===== src/common/dummy_pkg.sv =====
// Shared constants and types for the dummy instruction inserter.
// Only the RV32 base and M encodings needed for ADD, AND, MUL and BLTU are kept.
// The LFSR tap mask describes a right-shifting Galois LFSR of LFSR_W bits.

package dummy_pkg;

  // Data path widths
  localparam int unsigned INSTR_W = 32;
  localparam int unsigned LFSR_W  = 32;
  localparam int unsigned FREQ_W  = 4;

  localparam logic [4:0] REG_X0 = 5'd0;

  // Major opcodes
  localparam logic [6:0] OPCODE_OP     = 7'b0110011;
  localparam logic [6:0] OPCODE_BRANCH = 7'b1100011;

  // The funct3 field for the four dummy kinds
  localparam logic [2:0] FUNCT3_ADD  = 3'b000;
  localparam logic [2:0] FUNCT3_AND  = 3'b111;
  localparam logic [2:0] FUNCT3_MUL  = 3'b000;
  localparam logic [2:0] FUNCT3_BLTU = 3'b110;

  // MUL shares funct3 with ADD and is told apart by funct7
  localparam logic [6:0] FUNCT7_ADD = 7'b0000000;
  localparam logic [6:0] FUNCT7_AND = 7'b0000000;
  localparam logic [6:0] FUNCT7_MUL = 7'b0000001;

  // Maximal length feedback polynomial, bit 31 must stay set
  localparam logic [LFSR_W-1:0] LFSR_TAPS = 32'h8000_0057;

  // Default seeds, all nonzero
  localparam logic [LFSR_W-1:0] LFSR0_SEED = 32'h7A5F_3C19;
  localparam logic [LFSR_W-1:0] LFSR1_SEED = 32'h1B2E_9D47;
  localparam logic [LFSR_W-1:0] LFSR2_SEED = 32'hC603_E581;

  // Kind of dummy instruction, picked from two LFSR0 bits
  typedef enum logic [1:0] {
    DUMMY_ADD  = 2'd0,
    DUMMY_AND  = 2'd1,
    DUMMY_MUL  = 2'd2,
    DUMMY_BLTU = 2'd3
  } dummy_kind_e;

  // Target of a seed write, encoding 3 is ignored
  typedef enum logic [1:0] {
    SEL_LFSR0 = 2'd0,
    SEL_LFSR1 = 2'd1,
    SEL_LFSR2 = 2'd2
  } lfsr_sel_e;

endpackage


===== src/design/dummy_lfsr.sv =====
// Seedable Galois LFSR with lockup protection.
// A seed write takes priority over a step in the same cycle.
// Any load that would leave the register at zero takes DefaultSeed instead,
// so the output is never zero out of reset.

`timescale 1ns/1ns

module dummy_lfsr import dummy_pkg::*; #(
  parameter logic [LFSR_W-1:0] DefaultSeed = LFSR0_SEED
) (
  input  logic              clk_i,
  input  logic              rst_ni,
  input  logic              step_i,
  input  logic              seed_we_i,
  input  logic [LFSR_W-1:0] seed_i,
  output logic [LFSR_W-1:0] lfsr_o
);

  logic [LFSR_W-1:0] lfsr_q;
  logic [LFSR_W-1:0] lfsr_step;
  logic [LFSR_W-1:0] lfsr_load;
  logic [LFSR_W-1:0] lfsr_d;
  logic              lockup;

  // Shift right and fold the taps back in when a one drops out
  always_comb begin
    lfsr_step = {1'b0, lfsr_q[LFSR_W-1:1]};
    if (lfsr_q[0]) begin
      lfsr_step = lfsr_step ^ LFSR_TAPS;
    end
  end

  // Candidate value, the written seed wins over the next state
  assign lfsr_load = seed_we_i ? seed_i : lfsr_step;
  assign lockup    = (lfsr_load == '0);

  always_comb begin
    lfsr_d = lfsr_q;
    if (seed_we_i || step_i) begin
      lfsr_d = lockup ? DefaultSeed : lfsr_load;
    end
  end

  always_ff @(posedge clk_i) begin
    if (!rst_ni) begin
      lfsr_q <= DefaultSeed;
    end else begin
      lfsr_q <= lfsr_d;
    end
  end

  assign lfsr_o = lfsr_q;

  // A zero state would freeze the generator for good
  a_lfsr_nonzero: assert property (
    @(posedge clk_i) disable iff (!rst_ni)
    lfsr_q != '0
  ) else $error("LFSR locked up at zero");

endmodule


===== src/design/dummy_sched.sv =====
// Dummy instruction scheduler.
// Counts accepted normal instructions and raises due_o once the count reaches
// the current gap. The gap lies in 1..N, N being set by the frequency field.
// While disabled, count and gap are cleared and the gap falls back to N.
// A lowered frequency clamps both count and gap to the new N.

`timescale 1ns/1ns

module dummy_sched import dummy_pkg::*; (
  input  logic              clk_i,
  input  logic              rst_ni,
  input  logic              dummy_en_i,
  input  logic [FREQ_W-1:0] dummy_freq_i,
  input  logic              accept_i,
  input  logic              issue_i,
  input  logic [5:0]        rand_i,
  output logic              due_o
);

  // Counts up to 64 need 7 bits
  logic [6:0] n;
  logic [5:0] gap_mask;
  logic [6:0] gap_eff;
  logic [6:0] gap_q;
  logic [6:0] count_q;
  logic [6:0] count_next;

  // The highest set bit of the frequency field selects N
  always_comb begin
    if (dummy_freq_i[3]) begin
      n = 7'd64;
    end else if (dummy_freq_i[2]) begin
      n = 7'd32;
    end else if (dummy_freq_i[1]) begin
      n = 7'd16;
    end else if (dummy_freq_i[0]) begin
      n = 7'd8;
    end else begin
      n = 7'd4;
    end
  end

  // N is a power of two, so N-1 masks the random draw into 0..N-1
  assign gap_mask = 6'(n - 7'd1);

  // A stored gap of zero stands for N
  assign gap_eff = ((gap_q == '0) || (gap_q > n)) ? n : gap_q;

  assign due_o = (count_q >= gap_eff);

  always_comb begin
    count_next = count_q;
    if (issue_i) begin
      count_next = '0;
    end else if (accept_i) begin
      count_next = count_q + 7'd1;
    end
  end

  always_ff @(posedge clk_i) begin
    if (!rst_ni || !dummy_en_i) begin
      count_q <= '0;
      gap_q   <= '0;
    end else begin
      count_q <= (count_next > n) ? n : count_next;
      if (issue_i) begin
        gap_q <= {1'b0, rand_i & gap_mask} + 7'd1;
      end
    end
  end

  // Holds once the setting has been steady for a cycle
  a_count_le_n: assert property (
    @(posedge clk_i) disable iff (!rst_ni)
    $stable(dummy_freq_i) |-> count_q <= n
  ) else $error("Scheduler count 0x%0h exceeds N 0x%0h", count_q, n);

endmodule


===== src/design/dummy_encoder.sv =====
// Dummy instruction encoder, purely combinational.
// LFSR0 bits [7:6] pick the kind, [12:8] give rs1 and [17:13] give rs2.
// Bits [5:0] feed the scheduler and the remaining bits are not used here.
// ALU kinds write x0; the BLTU kind has a zero offset in every immediate bit.

`timescale 1ns/1ns

module dummy_encoder import dummy_pkg::*; (
  input  logic [LFSR_W-1:0]  rand_i,
  output logic [INSTR_W-1:0] instr_o
);

  dummy_kind_e kind;
  logic [4:0]  rs1;
  logic [4:0]  rs2;

  assign kind = dummy_kind_e'(rand_i[7:6]);
  assign rs1  = rand_i[12:8];
  assign rs2  = rand_i[17:13];

  // R-type layout is funct7, rs2, rs1, funct3, rd, opcode
  // B-type keeps the same rs and funct3 positions with the immediate split
  // across bits [31:25] and [11:7]
  always_comb begin
    unique case (kind)
      DUMMY_ADD: begin
        instr_o = {FUNCT7_ADD, rs2, rs1, FUNCT3_ADD, REG_X0, OPCODE_OP};
      end
      DUMMY_AND: begin
        instr_o = {FUNCT7_AND, rs2, rs1, FUNCT3_AND, REG_X0, OPCODE_OP};
      end
      DUMMY_MUL: begin
        instr_o = {FUNCT7_MUL, rs2, rs1, FUNCT3_MUL, REG_X0, OPCODE_OP};
      end
      DUMMY_BLTU: begin
        instr_o = {7'b0, rs2, rs1, FUNCT3_BLTU, 5'b0, OPCODE_BRANCH};
      end
      default: begin
        instr_o = {FUNCT7_ADD, rs2, rs1, FUNCT3_ADD, REG_X0, OPCODE_OP};
      end
    endcase
  end

endmodule


===== src/design/dummy_insert.sv =====
// Dummy instruction inserter between fetch and decode.
// Fetch uses valid/ready; ready drops only in a cycle that issues a dummy,
// and the fetch unit must then hold its word. Decode gets a one-cycle strobe
// with no back-pressure, one cycle after the accept or the issue.
// The operand outputs are only meaningful together with id_dummy_o.

`timescale 1ns/1ns

module dummy_insert import dummy_pkg::*; #(
  parameter logic [LFSR_W-1:0] Lfsr0Seed = LFSR0_SEED,
  parameter logic [LFSR_W-1:0] Lfsr1Seed = LFSR1_SEED,
  parameter logic [LFSR_W-1:0] Lfsr2Seed = LFSR2_SEED
) (
  input  logic               clk_i,
  input  logic               rst_ni,
  input  logic               dummy_en_i,
  input  logic [FREQ_W-1:0]  dummy_freq_i,
  input  logic               fetch_valid_i,
  input  logic [INSTR_W-1:0] fetch_instr_i,
  output logic               fetch_ready_o,
  input  logic               seed_we_i,
  input  lfsr_sel_e          seed_sel_i,
  input  logic [LFSR_W-1:0]  seed_i,
  output logic               id_valid_o,
  output logic [INSTR_W-1:0] id_instr_o,
  output logic               id_dummy_o,
  output logic [LFSR_W-1:0]  id_operand_a_o,
  output logic [LFSR_W-1:0]  id_operand_b_o
);

  logic               due;
  logic               issue;
  logic               accept;
  logic [2:0]         seed_we;
  logic [LFSR_W-1:0]  lfsr0;
  logic [LFSR_W-1:0]  lfsr1;
  logic [LFSR_W-1:0]  lfsr2;
  logic [INSTR_W-1:0] dummy_instr;

  // A dummy takes the slot of the waiting fetch word
  assign issue         = fetch_valid_i && dummy_en_i && due;
  assign fetch_ready_o = !issue;
  assign accept        = fetch_valid_i && fetch_ready_o;

  assign seed_we[0] = seed_we_i && (seed_sel_i == SEL_LFSR0);
  assign seed_we[1] = seed_we_i && (seed_sel_i == SEL_LFSR1);
  assign seed_we[2] = seed_we_i && (seed_sel_i == SEL_LFSR2);

  // All three generators advance once per issued dummy
  dummy_lfsr #(.DefaultSeed(Lfsr0Seed)) u_lfsr0 (
    .clk_i     (clk_i),
    .rst_ni    (rst_ni),
    .step_i    (issue),
    .seed_we_i (seed_we[0]),
    .seed_i    (seed_i),
    .lfsr_o    (lfsr0)
  );

  dummy_lfsr #(.DefaultSeed(Lfsr1Seed)) u_lfsr1 (
    .clk_i     (clk_i),
    .rst_ni    (rst_ni),
    .step_i    (issue),
    .seed_we_i (seed_we[1]),
    .seed_i    (seed_i),
    .lfsr_o    (lfsr1)
  );

  dummy_lfsr #(.DefaultSeed(Lfsr2Seed)) u_lfsr2 (
    .clk_i     (clk_i),
    .rst_ni    (rst_ni),
    .step_i    (issue),
    .seed_we_i (seed_we[2]),
    .seed_i    (seed_i),
    .lfsr_o    (lfsr2)
  );

  dummy_sched u_sched (
    .clk_i        (clk_i),
    .rst_ni       (rst_ni),
    .dummy_en_i   (dummy_en_i),
    .dummy_freq_i (dummy_freq_i),
    .accept_i     (accept),
    .issue_i      (issue),
    .rand_i       (lfsr0[5:0]),
    .due_o        (due)
  );

  dummy_encoder u_encoder (
    .rand_i  (lfsr0),
    .instr_o (dummy_instr)
  );

  always_ff @(posedge clk_i) begin
    if (!rst_ni) begin
      id_valid_o <= 1'b0;
      id_dummy_o <= 1'b0;
    end else begin
      id_valid_o <= accept || issue;
      id_dummy_o <= issue;
    end
  end

  // Payload carries no reset and only loads with a valid slot
  always_ff @(posedge clk_i) begin
    if (accept || issue) begin
      id_instr_o <= issue ? dummy_instr : fetch_instr_i;
    end
    // Operands are the LFSR values from before this issue's step
    if (issue) begin
      id_operand_a_o <= lfsr1;
      id_operand_b_o <= lfsr2;
    end
  end

  a_dummy_implies_valid: assert property (
    @(posedge clk_i) disable iff (!rst_ni)
    id_dummy_o |-> id_valid_o && $past(!fetch_ready_o)
  ) else $error("id_dummy_o set without a valid issue slot");

endmodule


===== config.mk =====
export PLATFORM = sky130hd
export DESIGN_NAME = dummy_insert
export DESIGN_NICKNAME = d
export VERILOG_FILES = /design/src/common/dummy_pkg.sv /design/src/design/dummy_lfsr.sv /design/src/design/dummy_sched.sv /design/src/design/dummy_encoder.sv /design/src/design/dummy_insert.sv
export SDC_FILE = /design/constraint.sdc
export NUM_CORES = 1
export LEC_CHECK = 0
export BUFFER_PORTS_ARGS = -buffer_cell sky130_fd_sc_hd__buf_2
export CAP_MARGIN = 15
export CELL_PAD_IN_SITES_DETAIL_PLACEMENT = 1
export CELL_PAD_IN_SITES_GLOBAL_PLACEMENT = 1
export CORE_MARGIN = 5
export CORE_UTILIZATION = 46
export DETAILED_ROUTE_END_ITERATION = 10
export HOLD_SLACK_MARGIN = 0.1
export PLACE_DENSITY = 0.87
export SYNTH_ARGS = -nofsm -noshare
export SYNTH_HDL_FRONTEND = slang
export SYNTH_SLANG_ARGS = --single-unit

===== constraint.sdc =====
create_clock -name clk_i -period 29.1 [get_ports clk_i]
set_input_delay 7.275 -clock clk_i [delete_from_list [all_inputs] [get_ports clk_i]]
set_output_delay 7.275 -clock clk_i [all_outputs]
set_load 0.01 [all_outputs]

==> out/summary.json, run 1 <==
{
  "share_of_synthesized_registers_carrying_an_async_set_or_reset": {"value": 0, "unit": "%"},
  "drtPass1Iterations": {"value": 6},
  "total_track_usage": {"value": 24.88, "unit": "%"},
  "combPwrFrac": {"value": 11.9, "unit": "%"},
  "cap_violations": {"value": 0},
  "ctsHtreeMaxLevel": {"value": 1},
  "timing.final.max_slew_violations": {"value": 0},
  "worst_case_hold_slack": {"value": 0.4965, "unit": "ns"},
  "gp_congestion": {"value": 0.9259},
  "fraction_of_layout_instances_using_a_drive_strength_above_1": {"value": 21.49, "unit": "%"},
  "post_synth_instance_area": {"value": 9351, "unit": "sq um"},
  "final_cell_count_no_fill": {"value": 1382},
  "clock-skew-final": {"value": 0.02007, "unit": "ns"},
  "post_drt_via_cell_ratio": {"value": 5.943},
  "timing.hold.worst.class": {"value": "flip-flop to flip-flop"},
  "power.leakage": {"value": 4.551, "unit": "nW"},
  "cp.required": {"value": 21.82, "unit": "ns"},
  "fin_tns_setup": {"value": 0, "unit": "ns"},
  "die_w": {"value": 152.6, "unit": "um"},
  "drt_iter0_drc": {"value": 677},
  "critical_path_class": {"value": "input port to output pin"},
  "net_switching_power": {"value": 0.1886, "unit": "mW"},
  "switching_share": {"value": 26.57, "unit": "%"},
  "cts-resized-gates": {"value": 0},
  "dp_hpwl": {"value": 20.49, "unit": "mm"},
  "post_synth_edffs": {"value": 96},
  "synthesis.area_per_instance": {"value": 9.833, "unit": "sq um"},
  "clock_tree.root_cell": {"value": "clkbuf_16"},
  "die_h": {"value": 152.6, "unit": "um"},
  "ios": {"value": 174},
  "run_status": {"value": "finished, final reports clean"},
  "grt_first_pass_wirelength": {"value": 46.75, "unit": "mm"},
  "max_slew.worst_pin.slew": {"value": 1.223, "unit": "ns"},
  "dpl.cell_count": {"value": 1340},
  "floorplan.core_area": {"value": 20100, "unit": "sq um"},
  "timing.critical_path.slowest_cell_delay": {"value": 0.62, "unit": "ns"},
  "timing.critical_path.cells": {"value": "buf_2 -> or4_1 -> inv_1 -> ha_1 -> nor2b_1 -> o21a_1 -> o21a_1 -> o21a_1 -> o21ai_0 -> o41ai_1 -> a31oi_1 -> ha_1 -> and3_1 -> a221oi_1 -> o21ai_1 -> nand3_4 -> buf_2"},
  "antenna_violations_before_repair": {"value": 0},
  "final_core_utilization": {"value": 55.26, "unit": "%"},
  "cts_tree": {"value": "built"},
  "hold_viol_final": {"value": 0},
  "fp.dieArea": {"value": 23280, "unit": "sq um"},
  "worst-endpoint-arrival": {"value": 11.31, "unit": "ns"},
  "synth-seq-area-share": {"value": 54.80, "unit": "%"},
  "tritoncts.num_buffers": {"value": 23},
  "rows": {"value": 52},
  "route.detailed.drc": {"value": 0},
  "grt_max_degree": {"value": 86},
  "synth.yosys.warnings": {"value": 0},
  "power_frac_clock": {"value": 39.8, "unit": "%"},
  "final_min_period_over_clock_period": {"value": 63.87, "unit": "%"},
  "timing.critical_path.mode_cell": {"value": "o21a_1"},
  "port_buffers": {"value": 173},
  "syn2layout_area_growth": {"value": 18.80, "unit": "%"},
  "clkTransAtPathRegs": {"value": 0.06, "unit": "ns"},
  "vias": {"value": 8213},
  "floorplan.initialDensity": {"value": 46.51, "unit": "%"},
  "max_slew_margin": {"value": 17.70, "unit": "%"},
  "min_cycle_time_layout": {"value": 18.59, "unit": "ns"},
  "detail_route.wirelength": {"value": 30.20, "unit": "mm"},
  "vias_in_the_first_global_route": {"value": 8249},
  "sequentialPowerShare": {"value": 48.3, "unit": "%"},
  "cts_hold_repair.buffers": {"value": 0},
  "cts_setup_buffers": {"value": 0},
  "postSynthRegisterBits": {"value": 208},
  "synthesis.nets": {"value": 1046},
  "detail-route-antenna-nets": {"value": 0},
  "power_per_cell_area": {"value": 63.92, "unit": "nW/um^2"},
  "synth.lib_cells_used.distinct": {"value": 58},
  "internal_power": {"value": 0.5214, "unit": "mW"},
  "critPathMaxFanout": {"value": 7},
  "setup_viol": {"value": 0},
  "clock_path_buffers": {"value": 3},
  "post_syn_instances": {"value": 951},
  "clk-insertion-delay-late": {"value": 0.51, "unit": "ns"},
  "num_antenna_cells": {"value": 0},
  "grt_remaining_overflow": {"value": 0},
  "ys_dominant_reg_cell": {"value": "dfxtp_1"},
  "cts_num_sinks": {"value": 208},
  "crit_path_start_kind": {"value": "input port"},
  "achievable-frequency": {"value": 53.80, "unit": "MHz"},
  "routed_wire_length_per_instance": {"value": 21.86, "unit": "um"},
  "vdd.ir_drop.worst": {"value": 0.03159, "unit": "mV"},
  "cp-end-kind": {"value": "output pin"},
  "rsz0062_at_grt": {"value": "no"},
  "finish.net_count": {"value": 1190},
  "crit_path_top_delay_cell": {"value": "or4_1"}
}
metal layers:
layer | share of wire, % | wire length [um] | vias to the layer above | global-route usage (%)
met3 | 7.1 | 2146 | 83 | 4.345
li1 | - | - | 3766 | -
met4 | 3.5 | 1048 | 0 | 7.934
met2 | 51 | 15340 | 325 | 43.90
met5 | 0 | 0 | - | 0
met1 | 39 | 11670 | 4039 | 31.06
synth_stat cells, types with 8 or more instances:
library cell	instances	area [sq um]
ha_1	20	250.2
xnor2_1	19	166.4
nor4_1	26	162.7
nand2_1	181	679.4
edfxtp_1	96	2883
or4_1	9	67.56
nand4_1	8	50.05
buf_2	14	70.07
or3_1	9	56.30
dfxtp_1	112	2242
nor3_1	10	50.05
a21oi_1	8	40.04
o22ai_1	44	275.3
nand2b_1	11	68.82
clkbuf_1	39	146.4
o211a_1	34	340.3
nand3_1	46	230.2
o21ai_0	35	175.2
a31oi_1	18	112.6
nor2_1	78	292.8
and2_1	21	131.4
o211ai_1	9	67.56
cell type report:
| cell class | instances | area, sq um |
|---|---|---|
| fill | 2290 | 8995 |
| clock buffer | 30 | 631.9 |
| tap | 270 | 337.8 |
| sequential | 208 | 5125 |
| clock inverter | 12 | 101.3 |
| multi-input combinational | 673 | 3945 |
| inverter | 6 | 27.53 |
| timing repair buffer | 183 | 940.9 |
critical path: cells and delay by family:
kind / cells / cell delay (ns)
compound gates: 8 / 2.17
simple gates: 4 / 0.99
buf+inv: 3 / 0.43
fa+ha+maj: 2 / 0.44
sequential cells by signal, summed over array words and instances (netlist names):
name and count:
id_instr_o 32, id_operand_a_o 32, id_operand_b_o 32, u_lfsr0.lfsr_o 32, u_lfsr1.lfsr_o 32, u_lfsr2.lfsr_o 32
u_sched.count_q 7, u_sched.gap_q 7, id_dummy_o 1, id_valid_o 1
stage by stage:
stage	area (sq um)	setup slack [ns]	power, mW
2_1_floorplan	9351	10.80	0.3965
3_3_place_gp	10380	10.64	0.4268
3_5_place_dp	10380	10.54	0.4311
4_1_cts	11110	10.54	0.7130
5_1_grt	11110	10.21	0.7392
6_report	11110	10.51	0.7101
cell usage in the layout (no fill, tap or decap), types with 4 or more instances in the layout:
cell type and instances:
inv_1 5, clkinv_2 6, nand2_1 181, o31ai_1 7, o21ai_0 35, clkbuf_16 23, o32ai_1 4, or3_1 9
clkbuf_1 4, nand4_1 8, ha_1 20, dfxtp_1 112, nand3_1 45, o22ai_1 44, o41ai_1 4, o21ai_1 5
mux2i_1 5, nand2b_1 11, and2_1 21, nand3b_1 4, or2_2 6, o21a_1 5, o221ai_1 5, a21boi_0 6
a31oi_1 18, a21oi_1 8, a211oi_1 5, nor3_1 10, buf_4 10, nor4_1 26, xor2_1 4, xnor2_1 19
buf_2 173, nor2_1 78, o211ai_1 9, or4_1 9, o211a_1 34, edfxtp_1 96
worst paths after layout:
check	startpoint	to	slack, ns	cells after the start
max reg2reg	u_sched.gap_q[3]$_SDFFE_PP0P_	u_sched.count_q[5]$_SDFF_PP0_	22.58	24
max	dummy_freq_i[2]	fetch_ready_o	10.51	17
min reg2reg	u_lfsr1.lfsr_o[26]$_SDFFE_PN0P_	id_operand_a_o[26]$_DFFE_PP_	0.50	0
min	u_lfsr1.lfsr_o[26]$_SDFFE_PN0P_	id_operand_a_o[26]$_DFFE_PP_	0.50	0
cells by family (layout without fill, tap and decap cells):
group / after synthesis / in the layout / synth area share, %
adders and majority gates: 20 / 20 / 2.676
muxes: 5 / 5 / 0.5352
and+or+nand+nor: 427 / 427 / 21.69
DFF: 208 / 208 / 54.80
buffers and inverters: 70 / 231 / 3.198
xor gates and xnor gates: 23 / 23 / 2.154
AOI/OAI and AO/OA: 198 / 198 / 14.95
power by group through the flow:
stage / clock network [mW] / registers, mW / logic, mW
2_1_floorplan: 0 / 0.346 / 0.0502
3_3_place_gp: 0 / 0.348 / 0.0792
3_5_place_dp: 0 / 0.349 / 0.0825
4_1_cts: 0.286 / 0.343 / 0.0841
5_1_grt: 0.303 / 0.345 / 0.0917
6_report: 0.283 / 0.343 / 0.0844
Power figures use the tool's default switching activity.
==> inputs of run 2 (changes only) <==
- ABC_AREA: default -> 1
- CORE_UTILIZATION: 46 -> 37
- PLACE_DENSITY: 0.87 -> 0.78
- clock period: 29.1 -> 15.2 ns (I/O delays scaled with it)
==> run 2 against run 1 <==
Against the previous run: power grew to 4.0 times the previous value; clock skew increased by 0.0059 ns; hold slack worse by 0.059 ns; utilization decreased by 11 points; via count up 12%; highest routed layer unchanged; design area rose by 8.1%; clock power grew 100%; non-clock buffer count is 2 lower; synthesized cell count up 42%; routed wire length grew 3.8%; largest power group is now combinational logic.
==> out/summary.json, run 2 <==
{
  "run_status": {"value": "finished, final reports clean"},
  "cts_num_sinks": {"value": 208},
  "cp.required": {"value": 11.40, "unit": "ns"},
  "grt_first_pass_wirelength": {"value": 50.13, "unit": "mm"},
  "clock-skew-final": {"value": 0.02596, "unit": "ns"},
  "finish.net_count": {"value": 1591},
  "max_slew.worst_pin.slew": {"value": 1.154, "unit": "ns"},
  "grt_use_met3": {"value": 3.659, "unit": "%"},
  "route.detailed.drc": {"value": 0},
  "tritoncts.num_buffers": {"value": 24},
  "drt_iter0_drc": {"value": 528},
  "gp_congestion": {"value": 0.8441},
  "fraction_of_layout_instances_using_a_drive_strength_above_1": {"value": 15.26, "unit": "%"},
  "hold_viol_final": {"value": 0},
  "synth.lib_cells_used.distinct": {"value": 37},
  "clock_tree.root_cell": {"value": "clkbuf_16"},
  "cts-resized-gates": {"value": 0},
  "min_cycle_time_layout": {"value": 11.00, "unit": "ns"},
  "power_per_cell_area": {"value": 238.3, "unit": "nW/um^2"},
  "crit_path_start_kind": {"value": "input port"},
  "post_synth_edffs": {"value": 96},
  "timing.final.max_slew_violations": {"value": 0},
  "vias": {"value": 9201},
  "fin_tns_setup": {"value": 0, "unit": "ns"},
  "timing.critical_path.mode_cell": {"value": "nand2_1"},
  "netlist.top_cell.by_area": {"value": "edfxtp_1"},
  "power.leakage": {"value": 5.842, "unit": "nW"},
  "synth-simple-area-share": {"value": 27.69, "unit": "%"},
  "path_buf_inv": {"value": 5},
  "dp_hpwl": {"value": 22.34, "unit": "mm"},
  "share_of_synthesized_registers_carrying_an_async_set_or_reset": {"value": 0, "unit": "%"},
  "post-synth-top-count-cell": {"value": "nand2_1"},
  "critical-path-top-delay-family": {"value": "simple AND/OR/NAND/NOR gates"},
  "ios": {"value": 174},
  "final_min_period_over_clock_period": {"value": 72.36, "unit": "%"},
  "synth_largest_type_area_fraction": {"value": 28.32, "unit": "%"},
  "fp.dieArea": {"value": 30930, "unit": "sq um"},
  "critical_path_class": {"value": "input port to output pin"},
  "detail-route-antenna-nets": {"value": 0},
  "mostFrequentLayoutCell": {"value": "nand2_1"},
  "vdd.ir_drop.worst": {"value": 0.1898, "unit": "mV"},
  "yosys.area_share.adder": {"value": 2.458, "unit": "%"},
  "port_buffers": {"value": 173},
  "timing.hold.worst.class": {"value": "flip-flop to flip-flop"},
  "cts_hold_repair.buffers": {"value": 0},
  "cts_setup_buffers": {"value": 0},
  "max_slew_margin": {"value": 23.05, "unit": "%"},
  "synthesis.nets": {"value": 1448},
  "synth_top_family_by_area": {"value": "simple AND/OR/NAND/NOR gates"},
  "grt_remaining_overflow": {"value": 0},
  "synth.top_cells.by_count": {"value": "494 x nand2_1, 166 x inv_1, 112 x dfxtp_1"},
  "post_drt_via_cell_ratio": {"value": 4.960},
  "floorplan.initialDensity": {"value": 37.67, "unit": "%"},
  "routed_wire_length_per_instance": {"value": 16.91, "unit": "um"},
  "synthesis.area_per_instance": {"value": 7.524, "unit": "sq um"},
  "antenna_violations_before_repair": {"value": 0},
  "vias_in_the_first_global_route": {"value": 9344},
  "timing.critical_path.cells": {"value": "buf_2 -> nor2_1 -> nand3_1 -> ha_1 -> inv_1 -> o21bai_1 -> a21oi_1 -> o21ai_0 -> o41ai_1 -> nand2_1 -> o21ai_0 -> ha_1 -> nand2_1 -> inv_1 -> a21oi_1 -> nand3_1 -> nand2_1 -> buf_4 -> buf_2"},
  "drtPass1Iterations": {"value": 5},
  "post_synth_instance_area": {"value": 10180, "unit": "sq um"},
  "worst-endpoint-arrival": {"value": 7.20, "unit": "ns"},
  "ctsHtreeMaxLevel": {"value": 1},
  "achievable-frequency": {"value": 90.91, "unit": "MHz"},
  "synthTopCellsByArea": {"value": "edfxtp_1 28%, dfxtp_1 22%, nand2_1 18%"},
  "die_w": {"value": 175.9, "unit": "um"},
  "die_h": {"value": 175.9, "unit": "um"},
  "ys_dominant_reg_cell": {"value": "dfxtp_1"},
  "cts_tree": {"value": "built"},
  "grt_max_degree": {"value": 92},
  "cp-end-kind": {"value": "output pin"},
  "global_route.usage.met1": {"value": 27.03, "unit": "%"},
  "setup_viol": {"value": 0},
  "routing_usage_on_met2": {"value": 33.08, "unit": "%"},
  "timing.critical_path.slowest_cell_delay": {"value": 0.38, "unit": "ns"},
  "final_cell_count_no_fill": {"value": 1855},
  "syn2layout_area_growth": {"value": 17.99, "unit": "%"},
  "critPathMaxFanout": {"value": 40},
  "dpl.cell_count": {"value": 1811},
  "compound_gate_fraction_of_synth_area": {"value": 9.059, "unit": "%"},
  "postSynthRegisterBits": {"value": 208},
  "rsz0062_at_grt": {"value": "no"},
  "p_total": {"value": 2.862, "unit": "mW"},
  "clk-insertion-delay-late": {"value": 0.53, "unit": "ns"},
  "synth_mux_area_share": {"value": 0.1106, "unit": "%"},
  "total_track_usage": {"value": 19.91, "unit": "%"},
  "detail_route.wirelength": {"value": 31.36, "unit": "mm"},
  "xor_xnor_share_of_the_synthesized_area": {"value": 1.205, "unit": "%"},
  "layout_common_cells": {"value": "494 x nand2_1, 173 x buf_2, 166 x inv_1"},
  "post_syn_instances": {"value": 1353},
  "crit_path_top_delay_cell": {"value": "ha_1"},
  "fin_ws": {"value": 4.201, "unit": "ns"},
  "clkTransAtPathRegs": {"value": 0.06, "unit": "ns"},
  "synth-seq-area-share": {"value": 50.34, "unit": "%"},
  "clock_path_buffers": {"value": 3},
  "floorplan.core_area": {"value": 27030, "unit": "sq um"},
  "cap_violations": {"value": 0},
  "place_worst_setup_slack": {"value": 4.298, "unit": "ns"},
  "synth.yosys.warnings": {"value": 0},
  "rows": {"value": 60},
  "busiest_metal_layer_after_global_routing": {"value": "met2"},
  "num_antenna_cells": {"value": 0}
}
## run 2: cell count changes after synthesis, moves of 34 or more
cell and delta:
o211a_1 -34, a21oi_1 +66, o21ai_1 +34, nand2_1 +313, inv_1 +161, o22ai_1 -44
## run 2: where the power goes
part	leakage [nW]	switching, mW	internal, mW
Sequential	1.78	0.0959	0.889
Combinational	3.68	0.907	0.401
Clock	0.376	0.233	0.336
Total	5.84	1.24	1.63
## run 2: kinds of logic (layout without fill, tap and decap cells)
kind of cell	count (synthesis)	count (layout)
multiplexers	1	1
XOR/XNOR	14	14
AND/OR/NAND/NOR	700	700
flip-flops	208	208
adder cells (fa/ha/maj)	20	20
AO/OA/AOI/OAI	178	178
buffers and inverters	232	393
## run 2: area by class of cell
| type | instances | area, sq um |
|---|---|---|
| multi-input combinational | 913 | 4125 |
| clock buffer | 27 | 643.1 |
| clock inverter | 17 | 133.9 |
| tap | 341 | 426.7 |
| inverter | 168 | 631.9 |
| timing repair buffer | 181 | 925.9 |
| sequential | 208 | 5125 |
| fill | 3434 | 15010 |
## run 2: path summary, 6_finish.rpt
path,from,end,slack (ns),cells past startpoint
setup / recovery,dummy_freq_i[2],fetch_ready_o,4.20,19
hold / removal,u_lfsr2.lfsr_o[13]$_SDFFE_PN1P_,id_operand_b_o[13]$_DFFE_PP_,0.44,0
setup reg to reg,u_sched.gap_q[3]$_SDFFE_PP0P_,u_lfsr1.lfsr_o[28]$_SDFFE_PN1P_,10.11,20
hold reg to reg,u_lfsr2.lfsr_o[13]$_SDFFE_PN1P_,id_operand_b_o[13]$_DFFE_PP_,0.44,0
## run 2: stage by stage
| step | hold WS, ns | cell area, sq um | util [%] |
|---|---|---|---|
| detailed placement | 0.4228 | 11230 | 41.57 |
| CTS | 0.4395 | 12010 | 44.44 |
| floorplan | 0.4064 | 10180 | - |
| global placement | 0.4138 | 11230 | 41.57 |
| global route | 0.4533 | 12010 | 44.44 |
| finish | 0.4375 | 12010 | 44.44 |
## run 2: layer usage
layer / share of wire (%) / vias up
met3: 5.6 / 46
met4: 2.4 / 0
met2: 46 / 240
met1: 46 / 4350
li1: - / 4565
met5: 0 / -
==> inputs of run 3 (changes only) <==
- ABC_AREA: 1 -> 0
- CORE_UTILIZATION: 37 -> 39
- PLACE_DENSITY: 0.78 -> 0.79
- clock period: 15.2 -> 10 ns (I/O delays scaled with it)
==> run 3 against run 2 <==
Against the previous run: clock power grew 40%; setup slack lost 3.1 ns; utilization grew 2.9 points; flip-flop and latch count is the same; largest power group is now registers.
==> out/summary.json, run 3 (same netlist as run 1, synthesis figures left out) <==
{
  "clk-insertion-delay-late": {"value": 0.51, "unit": "ns"},
  "total_track_usage": {"value": 21.42, "unit": "%"},
  "run_status": {"value": "finished, final reports clean"},
  "die_w": {"value": 164.9, "unit": "um"},
  "floorplan.initialDensity": {"value": 39.72, "unit": "%"},
  "sequentialPowerShare": {"value": 49.0, "unit": "%"},
  "fin_tns_setup": {"value": 0, "unit": "ns"},
  "dpl.cell_count": {"value": 1388},
  "fill_cells": {"value": 2751},
  "num_antenna_cells": {"value": 0},
  "place_worst_setup_slack": {"value": 1.175, "unit": "ns"},
  "clock_path_buffers": {"value": 3},
  "drt_iter0_drc": {"value": 634},
  "routing_usage_on_met2": {"value": 36.90, "unit": "%"},
  "layout_common_cells": {"value": "181 x nand2_1, 173 x buf_2, 112 x dfxtp_1"},
  "clock-skew-final": {"value": 0.01106, "unit": "ns"},
  "critPathMaxFanout": {"value": 7},
  "area.sequential": {"value": 5125, "unit": "sq um"},
  "dp_hpwl": {"value": 20.70, "unit": "mm"},
  "syn2layout_area_growth": {"value": 19.07, "unit": "%"},
  "ctsHtreeMaxLevel": {"value": 1},
  "vdd.ir_drop.worst": {"value": 0.08837, "unit": "mV"},
  "worst-r2r-cell-count": {"value": 19},
  "cts_hold_repair.buffers": {"value": 0},
  "clock_tree.root_cell": {"value": "clkbuf_16"},
  "port_buffers": {"value": 173},
  "max_slew_margin": {"value": 34.69, "unit": "%"},
  "rows": {"value": 56},
  "fraction_of_layout_instances_using_a_drive_strength_above_1": {"value": 20.92, "unit": "%"},
  "hold_viol_final": {"value": 0},
  "multi_input_comb_area": {"value": 3945, "unit": "sq um"},
  "power_frac_clock": {"value": 39.1, "unit": "%"},
  "fin_ws": {"value": 1.146, "unit": "ns"},
  "clkTransAtPathRegs": {"value": 0.06, "unit": "ns"},
  "internal_power": {"value": 1.499, "unit": "mW"},
  "die_h": {"value": 164.9, "unit": "um"},
  "rsz0062_at_grt": {"value": "no"},
  "grt_first_pass_wirelength": {"value": 45.83, "unit": "mm"},
  "setup_viol": {"value": 0},
  "busiest_metal_layer_after_global_routing": {"value": "met2"},
  "grt_max_degree": {"value": 162},
  "mostFrequentLayoutCell": {"value": "nand2_1"},
  "critical_path_class": {"value": "input port to output pin"},
  "vias": {"value": 8097},
  "final_cell_count_no_fill": {"value": 1428},
  "power_per_cell_area": {"value": 182.9, "unit": "nW/um^2"},
  "final_min_period_over_clock_period": {"value": 88.54, "unit": "%"},
  "ios": {"value": 174},
  "gp_congestion": {"value": 0.9076},
  "fp.dieArea": {"value": 27180, "unit": "sq um"},
  "detail_route.wirelength": {"value": 30.09, "unit": "mm"},
  "power.leakage": {"value": 4.520, "unit": "nW"},
  "p_total": {"value": 2.037, "unit": "mW"},
  "timing.final.max_slew_violations": {"value": 0},
  "routed_wire_length_per_instance": {"value": 21.07, "unit": "um"},
  "cts-resized-gates": {"value": 0},
  "antenna_violations_before_repair": {"value": 0},
  "worst_case_hold_slack": {"value": 0.4826, "unit": "ns"},
  "achievable-frequency": {"value": 112.9, "unit": "MHz"},
  "route.detailed.drc": {"value": 0},
  "timing.hold.worst_path_depth": {"value": 0},
  "cts_num_sinks": {"value": 208},
  "floorplan.core_area": {"value": 23540, "unit": "sq um"},
  "combPwrFrac": {"value": 11.9, "unit": "%"},
  "max_slew.worst_pin.slew": {"value": 0.9797, "unit": "ns"},
  "min_cycle_time_layout": {"value": 8.854, "unit": "ns"},
  "cp-end-kind": {"value": "output pin"},
  "detail-route-antenna-nets": {"value": 0},
  "cap_violations": {"value": 0},
  "post_drt_via_cell_ratio": {"value": 5.670},
  "tritoncts.num_buffers": {"value": 23},
  "crit_path_start_kind": {"value": "input port"},
  "switching_share": {"value": 26.40, "unit": "%"},
  "cts_setup_buffers": {"value": 0},
  "cts_tree": {"value": "built"},
  "worst-endpoint-arrival": {"value": 6.35, "unit": "ns"},
  "drtPass1Iterations": {"value": 4},
  "grt_remaining_overflow": {"value": 0},
  "cp.required": {"value": 7.50, "unit": "ns"},
  "net_switching_power": {"value": 0.5378, "unit": "mW"},
  "finish.net_count": {"value": 1189},
  "global_route.usage.met1": {"value": 27.77, "unit": "%"},
  "vias_in_the_first_global_route": {"value": 8094},
  "grt_use_met3": {"value": 4.068, "unit": "%"},
  "timing.hold.worst.class": {"value": "flip-flop to flip-flop"}
}
[run 3: cell types whose count changed in the layout (fill, tap and decap cells not counted), moves of 25 or more]
cell	delta
a21oi_1	-66
inv_1	-161
nand2_1	-313
nor2_1	-33
nor4_1	+25
o211a_1	+34
o21ai_1	-34
o22ai_1	+44
[run 3: final timing paths]
path	slack [ns]	start	to
min reg2reg	0.48	u_lfsr2.lfsr_o[21]$_SDFFE_PN0P_	id_operand_b_o[21]$_DFFE_PP_
max reg2reg	4.25	u_sched.gap_q[3]$_SDFFE_PP0P_	u_lfsr0.lfsr_o[19]$_SDFFE_PN1P_
max	1.15	dummy_freq_i[2]	fetch_ready_o
min	0.48	u_lfsr2.lfsr_o[21]$_SDFFE_PN0P_	id_operand_b_o[21]$_DFFE_PP_
[run 3: critical path: stages]
cell	delay (ns)
buf_2	0.13
or4_1	0.63
inv_1	0.17
ha_1	0.16
nor2b_1	0.04
o21a_1	0.16
o21a_1	0.16
o21a_1	0.15
o21ai_0	0.46
o41ai_1	0.32
a31oi_1	0.24
ha_1	0.27
and3_1	0.21
a221oi_1	0.28
o21ai_1	0.15
nand3_4	0.12
buf_2	0.17
[run 3: per-layer routing]
layer	wire length, um	vias up
li1	-	3766
met1	12260	4017
met2	14990	262
met3	2131	52
met4	706	0
met5	0	-
[run 3: final cells by class]
class / count / area share (%)
flip-flops and latches: 208 / 46.03
multi-input cells: 673 / 35.43
repair buffers: 182 / 8.495
clock buffers: 30 / 5.495
well taps: 319 / 3.585
clock inverters: 10 / 0.7192
inverters: 6 / 0.2472
[run 3: power groups by stage]
stage	Combinational, mW	Clock (mW)	Sequential, mW
6_report	0.243	0.797	0.997
5_1_grt	0.268	0.849	1.00
4_1_cts	0.244	0.815	0.997
3_5_place_dp	0.242	0	1.02
3_3_place_gp	0.232	0	1.01
2_1_floorplan	0.146	0	1.01
[run 3: stage by stage]
stage               util, %  area (sq um)
floorplan                 -          9351
global placement      44.36         10440
detailed placement    44.36         10440
CTS                   47.29         11130
global route          47.29         11130
finish                47.29         11130
